## src/verilog/frontEndPkg.sv

```systemverilog
package frontEndPkg;

    typedef logic [31:0] wordT;
    typedef logic [31:0] addrT;
    typedef logic [4:0] regIndexT;
    typedef logic [4:0] excCodeT;

    // Primary opcode field, bits 31:26.
    localparam logic [5:0] opSpecial = 6'd0;
    localparam logic [5:0] opJ = 6'd2;
    localparam logic [5:0] opOri = 6'd13;
    localparam logic [5:0] opLui = 6'd15;

    // Function field of SPECIAL, bits 5:0.
    localparam logic [5:0] functJr = 6'd8;
    localparam logic [5:0] functSyscall = 6'd12;

    localparam excCodeT excAdel = 5'd4;      // Fetch address error.
    localparam excCodeT excSyscall = 5'd8;

    typedef enum logic [2:0] {
        classNop,
        classOri,
        classLui,
        classJ,
        classJr,
        classSyscall
    } instrClassT;

endpackage

```

## src/verilog/instructionFetch.sv

```systemverilog
`timescale 1ns/1ps

module instructionFetch
    import frontEndPkg::*;
#(
    parameter addrT resetVector = 32'hBFC00000
) (
    input  logic clk,
    input  logic reset,

    input  logic absJump,
    input  addrT absJumpAddress,

    input  logic stall,
    input  logic exception,

    output addrT fetchPc,
    output wordT fetchInstr,
    output logic fetchBubble,
    output logic fetchAdel,

    output addrT instSramAddr,
    output logic instSramReadEn,
    input  wordT instSramRdata,
    input  logic instSramValid
);

    addrT pc;
    addrT pcNext;
    addrT pendingJumpAddr;
    addrT jumpTarget;
    logic active;
    logic busy;
    logic pendingJump;
    logic pendingJumpNext;
    logic pendingExc;
    logic pendingExcNext;
    logic canIssue;
    logic jumpReq;
    logic excReq;

    assign canIssue = active && (instSramValid || !busy);   // No read left outstanding.
    assign jumpReq = absJump || pendingJump;
    assign excReq = exception || pendingExc;
    assign jumpTarget = pendingJump ? pendingJumpAddr : absJumpAddress;

    assign fetchPc = pc;
    assign fetchInstr = instSramRdata;
    assign fetchAdel = pc[1:0] != 2'b00;
    assign instSramAddr = pcNext;

    always_comb begin
        pcNext = pc;
        instSramReadEn = 1'b0;
        fetchBubble = 1'b1;
        pendingJumpNext = jumpReq;
        pendingExcNext = excReq;
        if (canIssue) begin
            if (jumpReq) begin
                // Data that returns with a redirect is from the old path.
                if (!stall) begin
                    pcNext = jumpTarget;
                    instSramReadEn = jumpTarget[1:0] == 2'b00;
                    pendingJumpNext = 1'b0;
                    pendingExcNext = 1'b0;
                end
            end else if (!excReq) begin
                fetchBubble = !(instSramValid || fetchAdel);
                if (!fetchBubble && !stall) begin
                    pcNext = pc + 32'd4;
                end
                instSramReadEn = pcNext[1:0] == 2'b00;    // Re-reads pc when held.
            end
        end
    end

    always_ff @(posedge clk) begin
        if (reset) begin
            pc <= resetVector;
            active <= 1'b0;
            busy <= 1'b0;
            pendingJump <= 1'b0;
            pendingExc <= 1'b0;
        end else begin
            pc <= pcNext;
            active <= 1'b1;
            busy <= instSramReadEn || (busy && !instSramValid);
            pendingJump <= pendingJumpNext;
            pendingExc <= pendingExcNext;
        end
    end

    // The oldest redirect is kept until it is taken.
    always_ff @(posedge clk) begin
        if (absJump && !pendingJump) begin
            pendingJumpAddr <= absJumpAddress;
        end
    end

endmodule

```

## src/verilog/instructionDecode.sv

```systemverilog
`timescale 1ns/1ps

module instructionDecode
    import frontEndPkg::*;
(
    input  logic clk,
    input  logic reset,

    input  addrT fetchPc,
    input  wordT fetchInstr,
    input  logic fetchBubble,
    input  logic fetchAdel,

    input  logic stall,
    input  logic flush,

    output logic decValid,
    output addrT decPc,
    output logic decAdel,
    output instrClassT decClass,
    output regIndexT decRs,
    output regIndexT decRt,
    output logic [15:0] decImm,
    output logic [25:0] decTarget
);

    wordT instrReg;
    instrClassT fetchClass;
    logic [5:0] opcode;
    logic [5:0] funct;
    logic capture;

    assign opcode = fetchInstr[31:26];
    assign funct = fetchInstr[5:0];
    assign capture = !fetchBubble && !stall && !flush;

    always_comb begin
        fetchClass = classNop;
        if (!fetchAdel) begin       // Bad address carries no instruction.
            case (opcode)
                opSpecial: begin
                    if (funct == functJr) begin
                        fetchClass = classJr;
                    end else if (funct == functSyscall) begin
                        fetchClass = classSyscall;
                    end
                end
                opJ:     fetchClass = classJ;
                opOri:   fetchClass = classOri;
                opLui:   fetchClass = classLui;
                default: fetchClass = classNop;
            endcase
        end
    end

    always_ff @(posedge clk) begin
        if (reset) begin
            decValid <= 1'b0;
        end else if (flush) begin
            decValid <= 1'b0;
        end else if (!stall) begin
            decValid <= !fetchBubble;
        end
    end

    always_ff @(posedge clk) begin
        if (capture) begin
            decPc <= fetchPc;
            instrReg <= fetchInstr;
            decAdel <= fetchAdel;
            decClass <= fetchClass;
        end
    end

    assign decRs = instrReg[25:21];
    assign decRt = instrReg[20:16];
    assign decImm = instrReg[15:0];
    assign decTarget = instrReg[25:0];

endmodule

```

## src/verilog/controlFlowExecute.sv

```systemverilog
`timescale 1ns/1ps

module controlFlowExecute
    import frontEndPkg::*;
#(
    parameter addrT exceptionVector = 32'hBFC00380
) (
    input  logic clk,
    input  logic reset,
    input  logic stall,

    input  logic decValid,
    input  addrT decPc,
    input  logic decAdel,
    input  instrClassT decClass,
    input  regIndexT decRs,
    input  regIndexT decRt,
    input  logic [15:0] decImm,
    input  logic [25:0] decTarget,

    output logic absJump,
    output addrT absJumpAddress,
    output logic exception,
    output logic flush,

    output logic exValid,
    output addrT exPc,
    output logic exWriteEnable,
    output regIndexT exWriteReg,
    output wordT exWriteData,
    output logic exExcValid,
    output excCodeT exExcCode
);

    wordT regFile [32];
    wordT rsValue;
    addrT pcPlus4;
    logic act;
    logic vectorPending;

    assign act = decValid && !stall;
    assign rsValue = (decRs == 5'd0) ? 32'h0 : regFile[decRs];     // r0 reads as zero.
    assign pcPlus4 = decPc + 32'd4;

    always_comb begin
        absJump = 1'b0;
        absJumpAddress = exceptionVector;
        exception = 1'b0;
        exValid = act;
        exPc = decPc;
        exWriteEnable = 1'b0;
        exWriteReg = decRt;
        exWriteData = rsValue | {16'h0000, decImm};
        exExcValid = 1'b0;
        exExcCode = excSyscall;
        if (vectorPending) begin
            absJump = !stall;       // Vector redirect.
        end else if (act) begin
            if (decAdel) begin
                exception = 1'b1;
                exExcValid = 1'b1;
                exExcCode = excAdel;
            end else begin
                case (decClass)
                    classOri: begin
                        exWriteEnable = decRt != 5'd0;
                    end
                    classLui: begin
                        exWriteEnable = decRt != 5'd0;
                        exWriteData = {decImm, 16'h0000};
                    end
                    classJ: begin
                        absJump = 1'b1;
                        absJumpAddress = {pcPlus4[31:28], decTarget, 2'b00};
                    end
                    classJr: begin
                        absJump = 1'b1;
                        absJumpAddress = rsValue;
                    end
                    classSyscall: begin
                        exception = 1'b1;
                        exExcValid = 1'b1;
                        exExcCode = excSyscall;
                    end
                    default: begin
                        exWriteEnable = 1'b0;
                    end
                endcase
            end
        end
    end

    assign flush = absJump || exception;

    always_ff @(posedge clk) begin
        if (reset) begin
            vectorPending <= 1'b0;
        end else if (exception) begin
            vectorPending <= 1'b1;
        end else if (!stall) begin
            vectorPending <= 1'b0;
        end
    end

    always_ff @(posedge clk) begin
        if (exWriteEnable) begin
            regFile[exWriteReg] <= exWriteData;
        end
    end

endmodule

```

## src/verilog/retireResult.sv

```systemverilog
`timescale 1ns/1ps

module retireResult
    import frontEndPkg::*;
(
    input  logic clk,
    input  logic reset,

    input  logic exValid,
    input  addrT exPc,
    input  logic exWriteEnable,
    input  regIndexT exWriteReg,
    input  wordT exWriteData,
    input  logic exExcValid,
    input  excCodeT exExcCode,

    output logic retireValid,
    output addrT retirePc,
    output logic retireWriteEnable,
    output regIndexT retireWriteReg,
    output wordT retireWriteData,
    output logic retireExc,
    output excCodeT retireExcCode
);

    logic [1:0] excRun;     // Consecutive execute cycles of one exception.
    logic repeatExc;

    assign repeatExc = exExcValid && (excRun != 2'd0);

    always_ff @(posedge clk) begin
        if (reset) begin
            retireValid <= 1'b0;
            retireExc <= 1'b0;
            retireWriteEnable <= 1'b0;
            excRun <= 2'd0;
        end else begin
            retireValid <= exValid && !repeatExc;
            retireExc <= exExcValid && !repeatExc;
            retireWriteEnable <= exWriteEnable;
            if (!exExcValid) begin
                excRun <= 2'd0;
            end else if (excRun != 2'd3) begin
                excRun <= excRun + 2'd1;    // Saturates.
            end
        end
    end

    always_ff @(posedge clk) begin
        retirePc <= exPc;       // EPC on an exception.
        retireWriteReg <= exWriteReg;
        retireWriteData <= exWriteData;
        retireExcCode <= exExcCode;
    end

endmodule

```

## src/verilog/fetchSubsystem.sv

```systemverilog
`timescale 1ns/1ps

module fetchSubsystem
    import frontEndPkg::*;
#(
    parameter addrT resetVector = 32'hBFC00000,
    parameter addrT exceptionVector = 32'hBFC00380
) (
    input  logic clk,
    input  logic reset,
    input  logic stall,

    output addrT instSramAddr,
    output logic instSramReadEn,
    input  wordT instSramRdata,
    input  logic instSramValid,

    output logic retireValid,
    output addrT retirePc,
    output logic retireWriteEnable,
    output regIndexT retireWriteReg,
    output wordT retireWriteData,
    output logic retireExc,
    output excCodeT retireExcCode
);

    addrT fetchPc;
    wordT fetchInstr;
    logic fetchBubble;
    logic fetchAdel;

    logic decValid;
    addrT decPc;
    logic decAdel;
    instrClassT decClass;
    regIndexT decRs;
    regIndexT decRt;
    logic [15:0] decImm;
    logic [25:0] decTarget;

    logic absJump;
    addrT absJumpAddress;
    logic exception;
    logic flush;

    logic exValid;
    addrT exPc;
    logic exWriteEnable;
    regIndexT exWriteReg;
    wordT exWriteData;
    logic exExcValid;
    excCodeT exExcCode;

    instructionFetch #(
        .resetVector(resetVector)
    ) instructionFetch_inst (
        .clk(clk),
        .reset(reset),
        .absJump(absJump),
        .absJumpAddress(absJumpAddress),
        .stall(stall),
        .exception(exception),
        .fetchPc(fetchPc),
        .fetchInstr(fetchInstr),
        .fetchBubble(fetchBubble),
        .fetchAdel(fetchAdel),
        .instSramAddr(instSramAddr),
        .instSramReadEn(instSramReadEn),
        .instSramRdata(instSramRdata),
        .instSramValid(instSramValid)
    );

    instructionDecode instructionDecode_inst (
        .clk(clk),
        .reset(reset),
        .fetchPc(fetchPc),
        .fetchInstr(fetchInstr),
        .fetchBubble(fetchBubble),
        .fetchAdel(fetchAdel),
        .stall(stall),
        .flush(flush),
        .decValid(decValid),
        .decPc(decPc),
        .decAdel(decAdel),
        .decClass(decClass),
        .decRs(decRs),
        .decRt(decRt),
        .decImm(decImm),
        .decTarget(decTarget)
    );

    controlFlowExecute #(
        .exceptionVector(exceptionVector)
    ) controlFlowExecute_inst (
        .clk(clk),
        .reset(reset),
        .stall(stall),
        .decValid(decValid),
        .decPc(decPc),
        .decAdel(decAdel),
        .decClass(decClass),
        .decRs(decRs),
        .decRt(decRt),
        .decImm(decImm),
        .decTarget(decTarget),
        .absJump(absJump),
        .absJumpAddress(absJumpAddress),
        .exception(exception),
        .flush(flush),
        .exValid(exValid),
        .exPc(exPc),
        .exWriteEnable(exWriteEnable),
        .exWriteReg(exWriteReg),
        .exWriteData(exWriteData),
        .exExcValid(exExcValid),
        .exExcCode(exExcCode)
    );

    retireResult retireResult_inst (
        .clk(clk),
        .reset(reset),
        .exValid(exValid),
        .exPc(exPc),
        .exWriteEnable(exWriteEnable),
        .exWriteReg(exWriteReg),
        .exWriteData(exWriteData),
        .exExcValid(exExcValid),
        .exExcCode(exExcCode),
        .retireValid(retireValid),
        .retirePc(retirePc),
        .retireWriteEnable(retireWriteEnable),
        .retireWriteReg(retireWriteReg),
        .retireWriteData(retireWriteData),
        .retireExc(retireExc),
        .retireExcCode(retireExcCode)
    );

endmodule

```

## config.mk

```make
export PLATFORM = sky130hd
export DESIGN_NAME = fetchSubsystem
export DESIGN_NICKNAME = d
export VERILOG_FILES = /design/src/verilog/frontEndPkg.sv /design/src/verilog/instructionFetch.sv /design/src/verilog/instructionDecode.sv /design/src/verilog/controlFlowExecute.sv /design/src/verilog/retireResult.sv /design/src/verilog/fetchSubsystem.sv
export SDC_FILE = /design/constraint.sdc
export NUM_CORES = 1
export LEC_CHECK = 0
export BUFFER_PORTS_ARGS = -buffer_cell sky130_fd_sc_hd__buf_2
export CAP_MARGIN = 40
export CORE_MARGIN = 2
export CORE_UTILIZATION = 50
export CTS_CLUSTER_SIZE = 20
export DETAILED_ROUTE_END_ITERATION = 10
export PLACE_DENSITY_LB_ADDON = 0.2
export SLEW_MARGIN = 10
export SYNTH_ARGS = -nofsm -noshare
export SYNTH_HDL_FRONTEND = slang
export SYNTH_SLANG_ARGS = --single-unit
```

## constraint.sdc

```tcl
create_clock -name clk -period 5.5 [get_ports clk]
set_input_delay 0.825 -clock clk [delete_from_list [all_inputs] [get_ports clk]]
set_output_delay 0.825 -clock clk [all_outputs]
set_load 0.05 [all_outputs]
```

Yosys cells after proc, flatten, opt, wreduce, memory -nomap -nowiden
Memories as Yosys holds them, arrays and structs flattened. A register that Yosys moved wholly into a read port is not among the register bits.
Index checks and enable logic that the tools add are counted.
{"block": "classes", "mul": 0, "n_eq_ne": 12, "n_reduce_logical": 36, "addsub": 3, "order_cmp": 0, "div": 0, "muxes": 53, "bitwise": 3, "shift": 0}
{"cell": "$mux W32", "count": 17}
{"cell": "$add A32 B3 Y32 const B", "count": 2}
{"cell": "$pmux W32 S2", "count": 1}
{"cell": "$or A32 B16 Y32", "count": 1}
{"cell": "$mux W1", "count": 30}
{"cell": "$eq A6 B4 Y1 const B", "count": 4}
{"cell": "$pmux W3 S4", "count": 1}
{"cell": "$logic_and A1 B1 Y1", "count": 10}
{"cell": "$reduce_or A2 Y1", "count": 5}
{"cell": "$logic_not A1 Y1", "count": 8}
{"cell": "$eq A3 B2 Y1 const B", "count": 2}
{"cell": "$eq A3 B3 Y1 const B", "count": 2}
{"cell": "$eq A6 B2 Y1 const B", "count": 1}
{"cell": "$logic_not A6 Y1", "count": 1}
{"cell": "$logic_or A1 B1 Y1", "count": 6}
{"cell": "$mux W3", "count": 2}
{"cell": "$logic_not A5 Y1", "count": 1}
{"cell": "$mux W5", "count": 1}
{"cell": "$reduce_bool A5 Y1", "count": 1}
{"cell": "$logic_not A2 Y1", "count": 2}
{"cell": "$mux W4", "count": 1}
{"cell": "$reduce_bool A2 Y1", "count": 2}
{"cell": "$eq A3 B1 Y1 const B", "count": 1}
{"cell": "$add A2 B1 Y2 const B", "count": 1}
{"cell": "3 further kinds", "count": 4}
{"block": "word_totals", "latchBits": 0, "output_inout_bits": 110, "n_memories": 1, "reg_bits": 211, "mem_bits_ro": 0, "ram_bits": 1024, "elab_cells": 128}
{"name": "controlFlowExecute_inst.regFile", "depth": 32, "word_bits": 32, "read_ports": 1, "rd_clocked_by_memory_dff": 1, "write_ports": 1, "line_no": "controlFlowExecute.sv:35", "source": "wordT regFile [32];"}

Longest topological paths before layout
Gate-level depths: netlist (run 1).
{"block": "depth", "word_depth": 14, "mapped_depth": 12, "mapped_depth_nobuf": 7}

Cells and area by module
From an unflattened synthesis (run 1), not the netlist that was laid out.
{"block": "unflattened", "hier_cells": 2612, "hier_area_um2": 48167.4}
{"mod": "controlFlowExecute", "cells_per_inst": 1974, "seq_area_each_um2": 30769.5, "instances": 1, "area_each_um2": 40314.9}
{"mod": "instructionFetch", "cells_per_inst": 440, "seq_area_each_um2": 1681.6, "instances": 1, "area_each_um2": 3991.3}
{"mod": "instructionDecode", "cells_per_inst": 105, "seq_area_each_um2": 1881.8, "instances": 1, "area_each_um2": 2182.1}
{"mod": "retireResult", "cells_per_inst": 93, "seq_area_each_um2": 1581.5, "instances": 1, "area_each_um2": 1679.1}

Worst setup path after synthesis (run 1)
Ideal clock, no wire load.
{"block": "synth_path", "path_type": "input-to-output", "from": "input stall", "to": "output instSramAddr[3]", "stages": 6, "arrival_time_ps": 4148, "path_slack_ps": 527, "path_buffers": 0, "path_cell_list": "or3b_1 > a22o_1 > nand4_1 > clkinv_1 > a22oi_1 > nand3_1"}
{"block": "synth_via", "elab_chain_len": 9}
{"element": "from (decl)", "line_no": "fetchSubsystem.sv:11", "source": "input logic stall,"}
{"element": "$logic_not A1 Y1", "line_no": "instructionFetch.sv:69, controlFlowExecute.sv:41, controlFlowExecute.sv:57"}
{"element": "$logic_and A1 B1 Y1", "line_no": "instructionFetch.sv:69", "source": "if (!fetchBubble && !stall) begin"}
{"element": "$mux W32", "line_no": "instructionFetch.sv:69"}
{"element": "$mux W32", "line_no": "instructionFetch.sv:67", "source": "end else if (!excReq) begin"}
{"element": "$mux W32", "line_no": "instructionFetch.sv:59", "source": "if (jumpReq) begin"}
{"element": "$mux W32", "line_no": "instructionFetch.sv:58", "source": "if (canIssue) begin"}
{"element": "$mux W32", "line_no": "instructionFetch.sv:67"}
{"element": "$mux W32 *", "line_no": "instructionFetch.sv:59"}
{"element": "$mux W32 *", "line_no": "instructionFetch.sv:58"}
{"element": "to (decl)", "line_no": "fetchSubsystem.sv:13", "source": "output addrT instSramAddr,"}
Every way passes the cells marked *; elsewhere a longest branch is shown, timed or not. The select of a mux whose other input is x is not followed.

==> results of run 1 <==
## cell type report
cell class / instances / share of cell area
clock buffer: 191 / 0.0652
clock inverter: 45 / 0.00752
inverter: 16 / 0.00107
sequential: 1237 / 0.639
multi-input combinational: 1193 / 0.213
timing repair buffer: 308 / 0.0453
tap: 1276 / 0.0284
## worst max-delay path, stage by stage, from the launching register on
cell and delay [ns]:
dfxtp_4 0.86, buf_4 0.52, mux4_2 0.38, a32o_1 0.28, a221oi_2 0.46, a21oi_1 0.32
o221ai_2 0.29, nand3_1 0.16, buf_2 0.25
## cells by family after synthesis
logic type	synth area share
flip-flops	0.742
AND/OR/NAND/NOR	0.0538
multiplexers	0.140
AO/OA/AOI/OAI	0.0430
buffers and inverters	0.0197
XOR/XNOR	0.000723
adder cells (fa/ha/maj)	0.000775
other	0.0000774
## per-stage QoR
| stage | instance area, um2 | hold slack (ns) | util | cells |
|---|---|---|---|---|
| global route | 56300 | 0.236 | 0.583 | 4266 |
| CTS | 56300 | 0.226 | 0.583 | 4266 |
| finish | 56300 | 0.271 | 0.583 | 4266 |
| floorplan | 48600 | 0.323 | - | 2580 |
| detailed placement | 52200 | 0.333 | 0.541 | 4030 |
| global placement | 51700 | 0.331 | 0.536 | 4002 |
## where the power goes
group | internal [mW] | switching [mW] | leakage [nW]
clock | 4.88 | 3.55 | 1.99
combinational | 0.520 | 0.985 | 5.45
sequential | 10.5 | 0.0795 | 11.0
total | 15.9 | 4.62 | 18.4
## path summary, 6_finish.rpt
path	to	slack, ns	cells past startpoint	from
setup / recovery	instSramAddr[29]	0.34	8	register
hold / removal	instructionDecode_inst.instrReg[10]$_DFFE_PP_	0.27	1	instSramRdata[10]
hold reg to reg	retireResult_inst.retirePc[1]$_DFF_P_	0.34	0	instructionDecode_inst.decPc[1]$_DFFE_PP_
setup reg to reg	controlFlowExecute_inst.regFile[0][28]$_DFFE_PP_	1.56	8	register
## registers in the layout (all words and copies together), names as in the netlist, named ones only
name and count:
controlFlowExecute_inst.regFile 1024, instructionDecode_inst.decPc 32, instructionFetch_inst.fetchPc 32, instructionFetch_inst.pendingJumpAddr 32
retireResult_inst.retirePc 32, retireResult_inst.retireWriteData 32, instructionDecode_inst.instrReg 26, retireResult_inst.retireWriteReg 5
instructionDecode_inst.decClass 3, retireResult_inst.excRun 2, retireResult_inst.retireExcCode 2, controlFlowExecute_inst.vectorPending 1
instructionDecode_inst.decAdel 1, instructionDecode_inst.decValid 1, instructionFetch_inst.active 1, instructionFetch_inst.busy 1
instructionFetch_inst.pendingExc 1, instructionFetch_inst.pendingJump 1, retireResult_inst.retireExc 1, retireResult_inst.retireValid 1
retireResult_inst.retireWriteEnable 1
## placed cells by master, fill, tap and decap left out, types with 26 or more instances in the layout
master	synthesis	routed
mux2i_1	91	91
mux4_2	238	238
nor3_1	36	36
clkbuf_16	0	134
buf_2	43	143
conb_1	1	35
a21oi_1	42	40
edfxtp_1	1118	1118
nand2_1	127	127
a22o_1	27	27
clkbuf_1	28	47
dfxtp_1	119	114
nor2_1	109	65
nor2_4	0	31
buf_4	33	114
nand3_1	65	65
a22oi_1	39	39
o22ai_1	26	26
nand4_1	34	34
## routing by layer
metal	vias up	part of all wire	wire [um]	global-route usage
met5	-	0	0	0
met4	0	0.031	4170	0.0894
met3	207	0.081	11000	0.0482
met2	1308	0.48	65100	0.441
met1	14000	0.41	56200	0.396
li1	11200	-	-	-
==> impl_metrics.json, run 1 <==
{
  "status": "completed",
  "total_power_mw": 20.5,
  "htreeDepth": 4,
  "grt_usage": 0.278,
  "ant_nets": 0,
  "die_w_um": 315,
  "rows": 114,
  "regArea_mm2": 0.0360,
  "grt-ovfl-total": 0,
  "fin_crit_sh": 0.938,
  "die_h_um": 315,
  "async_flop_share": 0,
  "dp_hpwl_um": 85300,
  "clk_pin_slew_worst_paths_ns": 0.06,
  "ys_ff_latch": 1237,
  "portBuffers": 142,
  "cts_tree": "done",
  "antenna_found_initial": 2,
  "max_slew_margin": 0.385,
  "grt_pass1_wl_um": 194000,
  "die-area_mm2": 0.0994,
  "worst_ep_required_time_ns": 4.68,
  "cts_sinks": 1237,
  "syn_to_final_growth_pct": 16.1,
  "nets": 2925,
  "vias": 26600,
  "cts_hold_buf": 0,
  "final.setup.worst_slack_ns": 0.342,
  "clock-skew-final_ns": 0.0219,
  "start_kind": "register",
  "crit_fanout": 34,
  "firstDrtPassIters": 5,
  "pre_cts_slack_ns": 0.901,
  "netlist-cell-type-count": 95,
  "avgViaCountPerCell": 6.24,
  "clockBufferDepth": 3,
  "worst_pin_slew_ns": 0.914,
  "synthesis.instances": 2546,
  "hp-class": "primary input to register",
  "rsz0062_at_grt": "false",
  "max_cap_violations": 0,
  "setup_violations": 0,
  "yosysTopAreaCell": "edfxtp_1",
  "cp.arrival_ns": 4.33,
  "tns_ns": 0,
  "fillCellCount": 7235,
  "wire_per_inst_um": 32.0,
  "grt_max_degree": 59,
  "clk_latency_ns": 0.74,
  "cts_resized": 0,
  "cts-root-buf": "clkbuf_16",
  "post-route-min-period_ns": 5.16,
  "routed_wl_um": 137000,
  "ys_top_cells_by_count": "1118 x edfxtp_1, 238 x mux4_2, 127 x nand2_1",
  "hold_viol": 0,
  "yosysWarnings": 0,
  "route.detailed.drc": 0,
  "drive_above_1_share": 0.280,
  "multiInputGateArea_mm2": 0.0120,
  "drv_slew": 0,
  "synth_top_area_frac": 0.693,
  "numCtsBuffers": 130,
  "ir_drop_v": 0.000307,
  "drtIter0Drc": 3077,
  "crit_type": "register to primary output",
  "cts_setup_buffers": 0,
  "seq_area_frac_synth": 0.742,
  "ys.flop_type": "edfxtp_1",
  "core-area_mm2": 0.0964,
  "syn_avg_cell_area_um2": 19.0,
  "fmax_mhz": 194,
  "grt_pass1_vias": 26600,
  "synthTopCellsByArea": "edfxtp_1 69%, mux4_2 11%, dfxtp_1 4.9%",
  "crit_path_end_kind": "primary output",
  "synthesis.area_mm2": 0.0485,
  "p_leak_nw": 18.4,
  "ioPinCount": 146,
  "start_util": 0.503,
  "cellPowerDensity_mw_per_mm2": 365,
  "synth.most_common_cell": "edfxtp_1",
  "gp_congestion": 0.902,
  "synth-edff-count": 1118,
  "diodes": 0
}
(Power assumes the default switching activity.)
==> inputs of run 2 (changes only) <==
--- a/config.mk
+++ b/config.mk
@@ -5,14 +5,17 @@
 export SDC_FILE = /design/constraint.sdc
 export NUM_CORES = 1
 export LEC_CHECK = 0
+export ABC_AREA = 1
 export BUFFER_PORTS_ARGS = -buffer_cell sky130_fd_sc_hd__buf_2
 export CAP_MARGIN = 40
+export CELL_PAD_IN_SITES_DETAIL_PLACEMENT = 0
+export CELL_PAD_IN_SITES_GLOBAL_PLACEMENT = 1
 export CORE_MARGIN = 2
 export CORE_UTILIZATION = 50
 export CTS_CLUSTER_SIZE = 20
 export DETAILED_ROUTE_END_ITERATION = 10
 export PLACE_DENSITY_LB_ADDON = 0.2
-export SLEW_MARGIN = 10
+export SLEW_MARGIN = 15
 export SYNTH_ARGS = -nofsm -noshare
 export SYNTH_HDL_FRONTEND = slang
 export SYNTH_SLANG_ARGS = --single-unit
==> run 2 against run 1 <==
Worst hold slack worse by 0.018 ns. Largest cell class unchanged. Global-route usage is 1.4 points higher. Register-to-register slack better by 0.11 ns. Combinational power is 8% higher. Routed wire length is 11% higher. Sequential power hardly changed. Critical endpoint is now instSramAddr[3]. Via count is 32% higher.
==> impl_metrics.json, run 2 <==
{
  "pre_cts_slack_ns": 1.19,
  "final.setup.worst_slack_ns": 0.482,
  "numCtsBuffers": 133,
  "drtIter0Drc": 3960,
  "dp_cells": 5810,
  "cts_hold_buf": 0,
  "dp_hpwl_um": 85800,
  "synth_top_family_by_area": "simple AND/OR/NAND/NOR gates",
  "fin_area_mm2": 0.0579,
  "synth_fa_ha_area_frac": 0.000742,
  "grt_pass1_vias": 32800,
  "routed_wl_um": 151000,
  "synthTopCellsByArea": "edfxtp_1 66%, nand2_1 9.5%, nand3_1 7.5%",
  "cts_resized": 0,
  "synth.mux.area_fraction": 0.000643,
  "grt-ovfl-total": 0,
  "cp.arrival_ns": 4.19,
  "antenna_found_initial": 3,
  "rows": 116,
  "largest_register_ffs": 1024,
  "core-area_mm2": 0.100,
  "seq_area_frac_synth": 0.711,
  "hold_viol": 0,
  "synth_top_area_frac": 0.664,
  "fin_cells": 6055,
  "synth_compound_area_frac": 0.0433,
  "drive_above_1_share": 0.120,
  "die-area_mm2": 0.104,
  "synthesis.instances": 4473,
  "clock-skew-final_ns": 0.0251,
  "crit_path_end_kind": "primary output",
  "hp-class": "primary input to register",
  "top_register": "controlFlowExecute_inst.regFile",
  "ioPinCount": 146,
  "tns_ns": 0,
  "synthesis.area_mm2": 0.0506,
  "fmax_mhz": 199,
  "drv_slew": 0,
  "cts-root-buf": "clkbuf_16",
  "syn_to_final_growth_pct": 14.6,
  "firstDrtPassIters": 6,
  "clockBufferDepth": 3,
  "dpl_cell_area_mm2": 0.0536,
  "crit_fanout": 143,
  "synth.most_common_cell": "nand2_1",
  "netlist-cell-type-count": 47,
  "final_common_cell": "nand2_1",
  "grt_pass1_wl_um": 221000,
  "mostFrequentLayoutCells": "1276 x nand2_1, 1118 x edfxtp_1, 753 x nand3_1",
  "nets": 4687,
  "synth-xor-area-share": 0.00294,
  "synth-simple-area-share": 0.205,
  "ant_nets": 0,
  "diodes": 0,
  "syn_avg_cell_area_um2": 11.3,
  "async_flop_share": 0,
  "clk_latency_ns": 0.75,
  "ys_top_cells_by_count": "1276 x nand2_1, 1118 x edfxtp_1, 754 x nand3_1",
  "gp_congestion": 0.887,
  "yosysWarnings": 0,
  "grt_usage": 0.293,
  "route.detailed.drc": 0,
  "post-route-min-period_ns": 5.02,
  "worst_ep_required_time_ns": 4.68,
  "start_util": 0.505,
  "wire_per_inst_um": 24.9,
  "cts_tree": "done",
  "grt_max_degree": 170,
  "die_w_um": 322,
  "cellPowerDensity_mw_per_mm2": 361,
  "max_slew_margin": 0.403,
  "fin_crit_sh": 0.912,
  "max_cap_violations": 0,
  "vias": 35200,
  "start_kind": "register",
  "htreeDepth": 4,
  "avgViaCountPerCell": 5.81,
  "status": "completed",
  "setup_violations": 0,
  "synth-edff-count": 1118,
  "cts_sinks": 1237,
  "portBuffers": 142,
  "crit_type": "register to primary output",
  "clk_pin_slew_worst_paths_ns": 0.06,
  "die_h_um": 322,
  "cts_setup_buffers": 0,
  "worst_hold_slack_ns": 0.253,
  "p_leak_nw": 21.2,
  "rsz0062_at_grt": "false",
  "worst_pin_slew_ns": 0.896,
  "ir_drop_v": 0.000292,
  "ys.flop_type": "edfxtp_1",
  "ys_ff_latch": 1237,
  "yosysTopAreaCell": "edfxtp_1"
}
run 2: cell count changes in the layout (fill, tap and decap cells not counted), moves of 26 or more:
cell	delta
nand2_1	+1149
a22o_1	-27
a22oi_1	-39
inv_1	+107
nor2_1	+203
mux4_2	-238
o221ai_1	+55
nand3_1	+688
o21ai_0	+166
buf_4	-26
mux2i_1	-90
run 2: critical path, cell delays in order, from the launching register on:
cell	delay, ns
dfxtp_4	0.47
inv_16	0.40
buf_12	0.36
buf_4	0.27
o21ai_0	0.10
o221ai_1	0.22
nand3_1	0.15
nand3_1	0.32
nand4_1	0.20
nand3_1	0.12
nand2_1	0.13
nand2_1	0.17
buf_2	0.29
run 2: cell type report:
class | count | area [um2]
clock inverter | 61 | 537
tap | 1298 | 1620
timing repair buffer | 282 | 2290
multi-input combinational | 2865 | 13300
fill | 8341 | 42200
clock buffer | 183 | 3720
sequential | 1237 | 36000
inverter | 129 | 513
run 2: final timing paths:
path | startpoint | to | slack [ns] | cells past startpoint
max reg2reg | register | controlFlowExecute_inst.regFile[25][15]$_DFFE_PP_ | 1.67 | 10
min reg2reg | instructionDecode_inst.decPc[1]$_DFFE_PP_ | retireResult_inst.retirePc[1]$_DFF_P_ | 0.34 | 0
min | instSramRdata[12] | instructionDecode_inst.instrReg[12]$_DFFE_PP_ | 0.25 | 1
max | register | instSramAddr[3] | 0.48 | 12
run 2: through the flow:
| stage | utilization | power (mW) |
|---|---|---|
| floorplan | - | 11.7 |
| global placement | 0.532 | 12.3 |
| detailed placement | 0.536 | 12.4 |
| CTS | 0.578 | 21.0 |
| global route | 0.578 | 21.5 |
| finish | 0.578 | 20.9 |
run 2: cell families (layout without fill, tap and decap cells):
group / Yosys count / count (layout)
compound gates: 376 / 376
fa+ha+maj: 3 / 3
xor+xnor: 17 / 17
buf+inv: 405 / 655
simple gates: 2431 / 2431
mux: 3 / 3
flops: 1237 / 1237
other cells: 1 / 35
run 2: power breakdown:
| part | internal, mW | switching [mW] |
|---|---|---|
| sequential | 10.5 | 0.0733 |
| clock | 5.08 | 3.66 |
| combinational | 0.396 | 1.23 |
run 2: layer usage:
metal	track usage	wire, um
met1	0.409	62500
met2	0.469	71200
met3	0.0473	12600
met4	0.0981	4650
met5	0	13
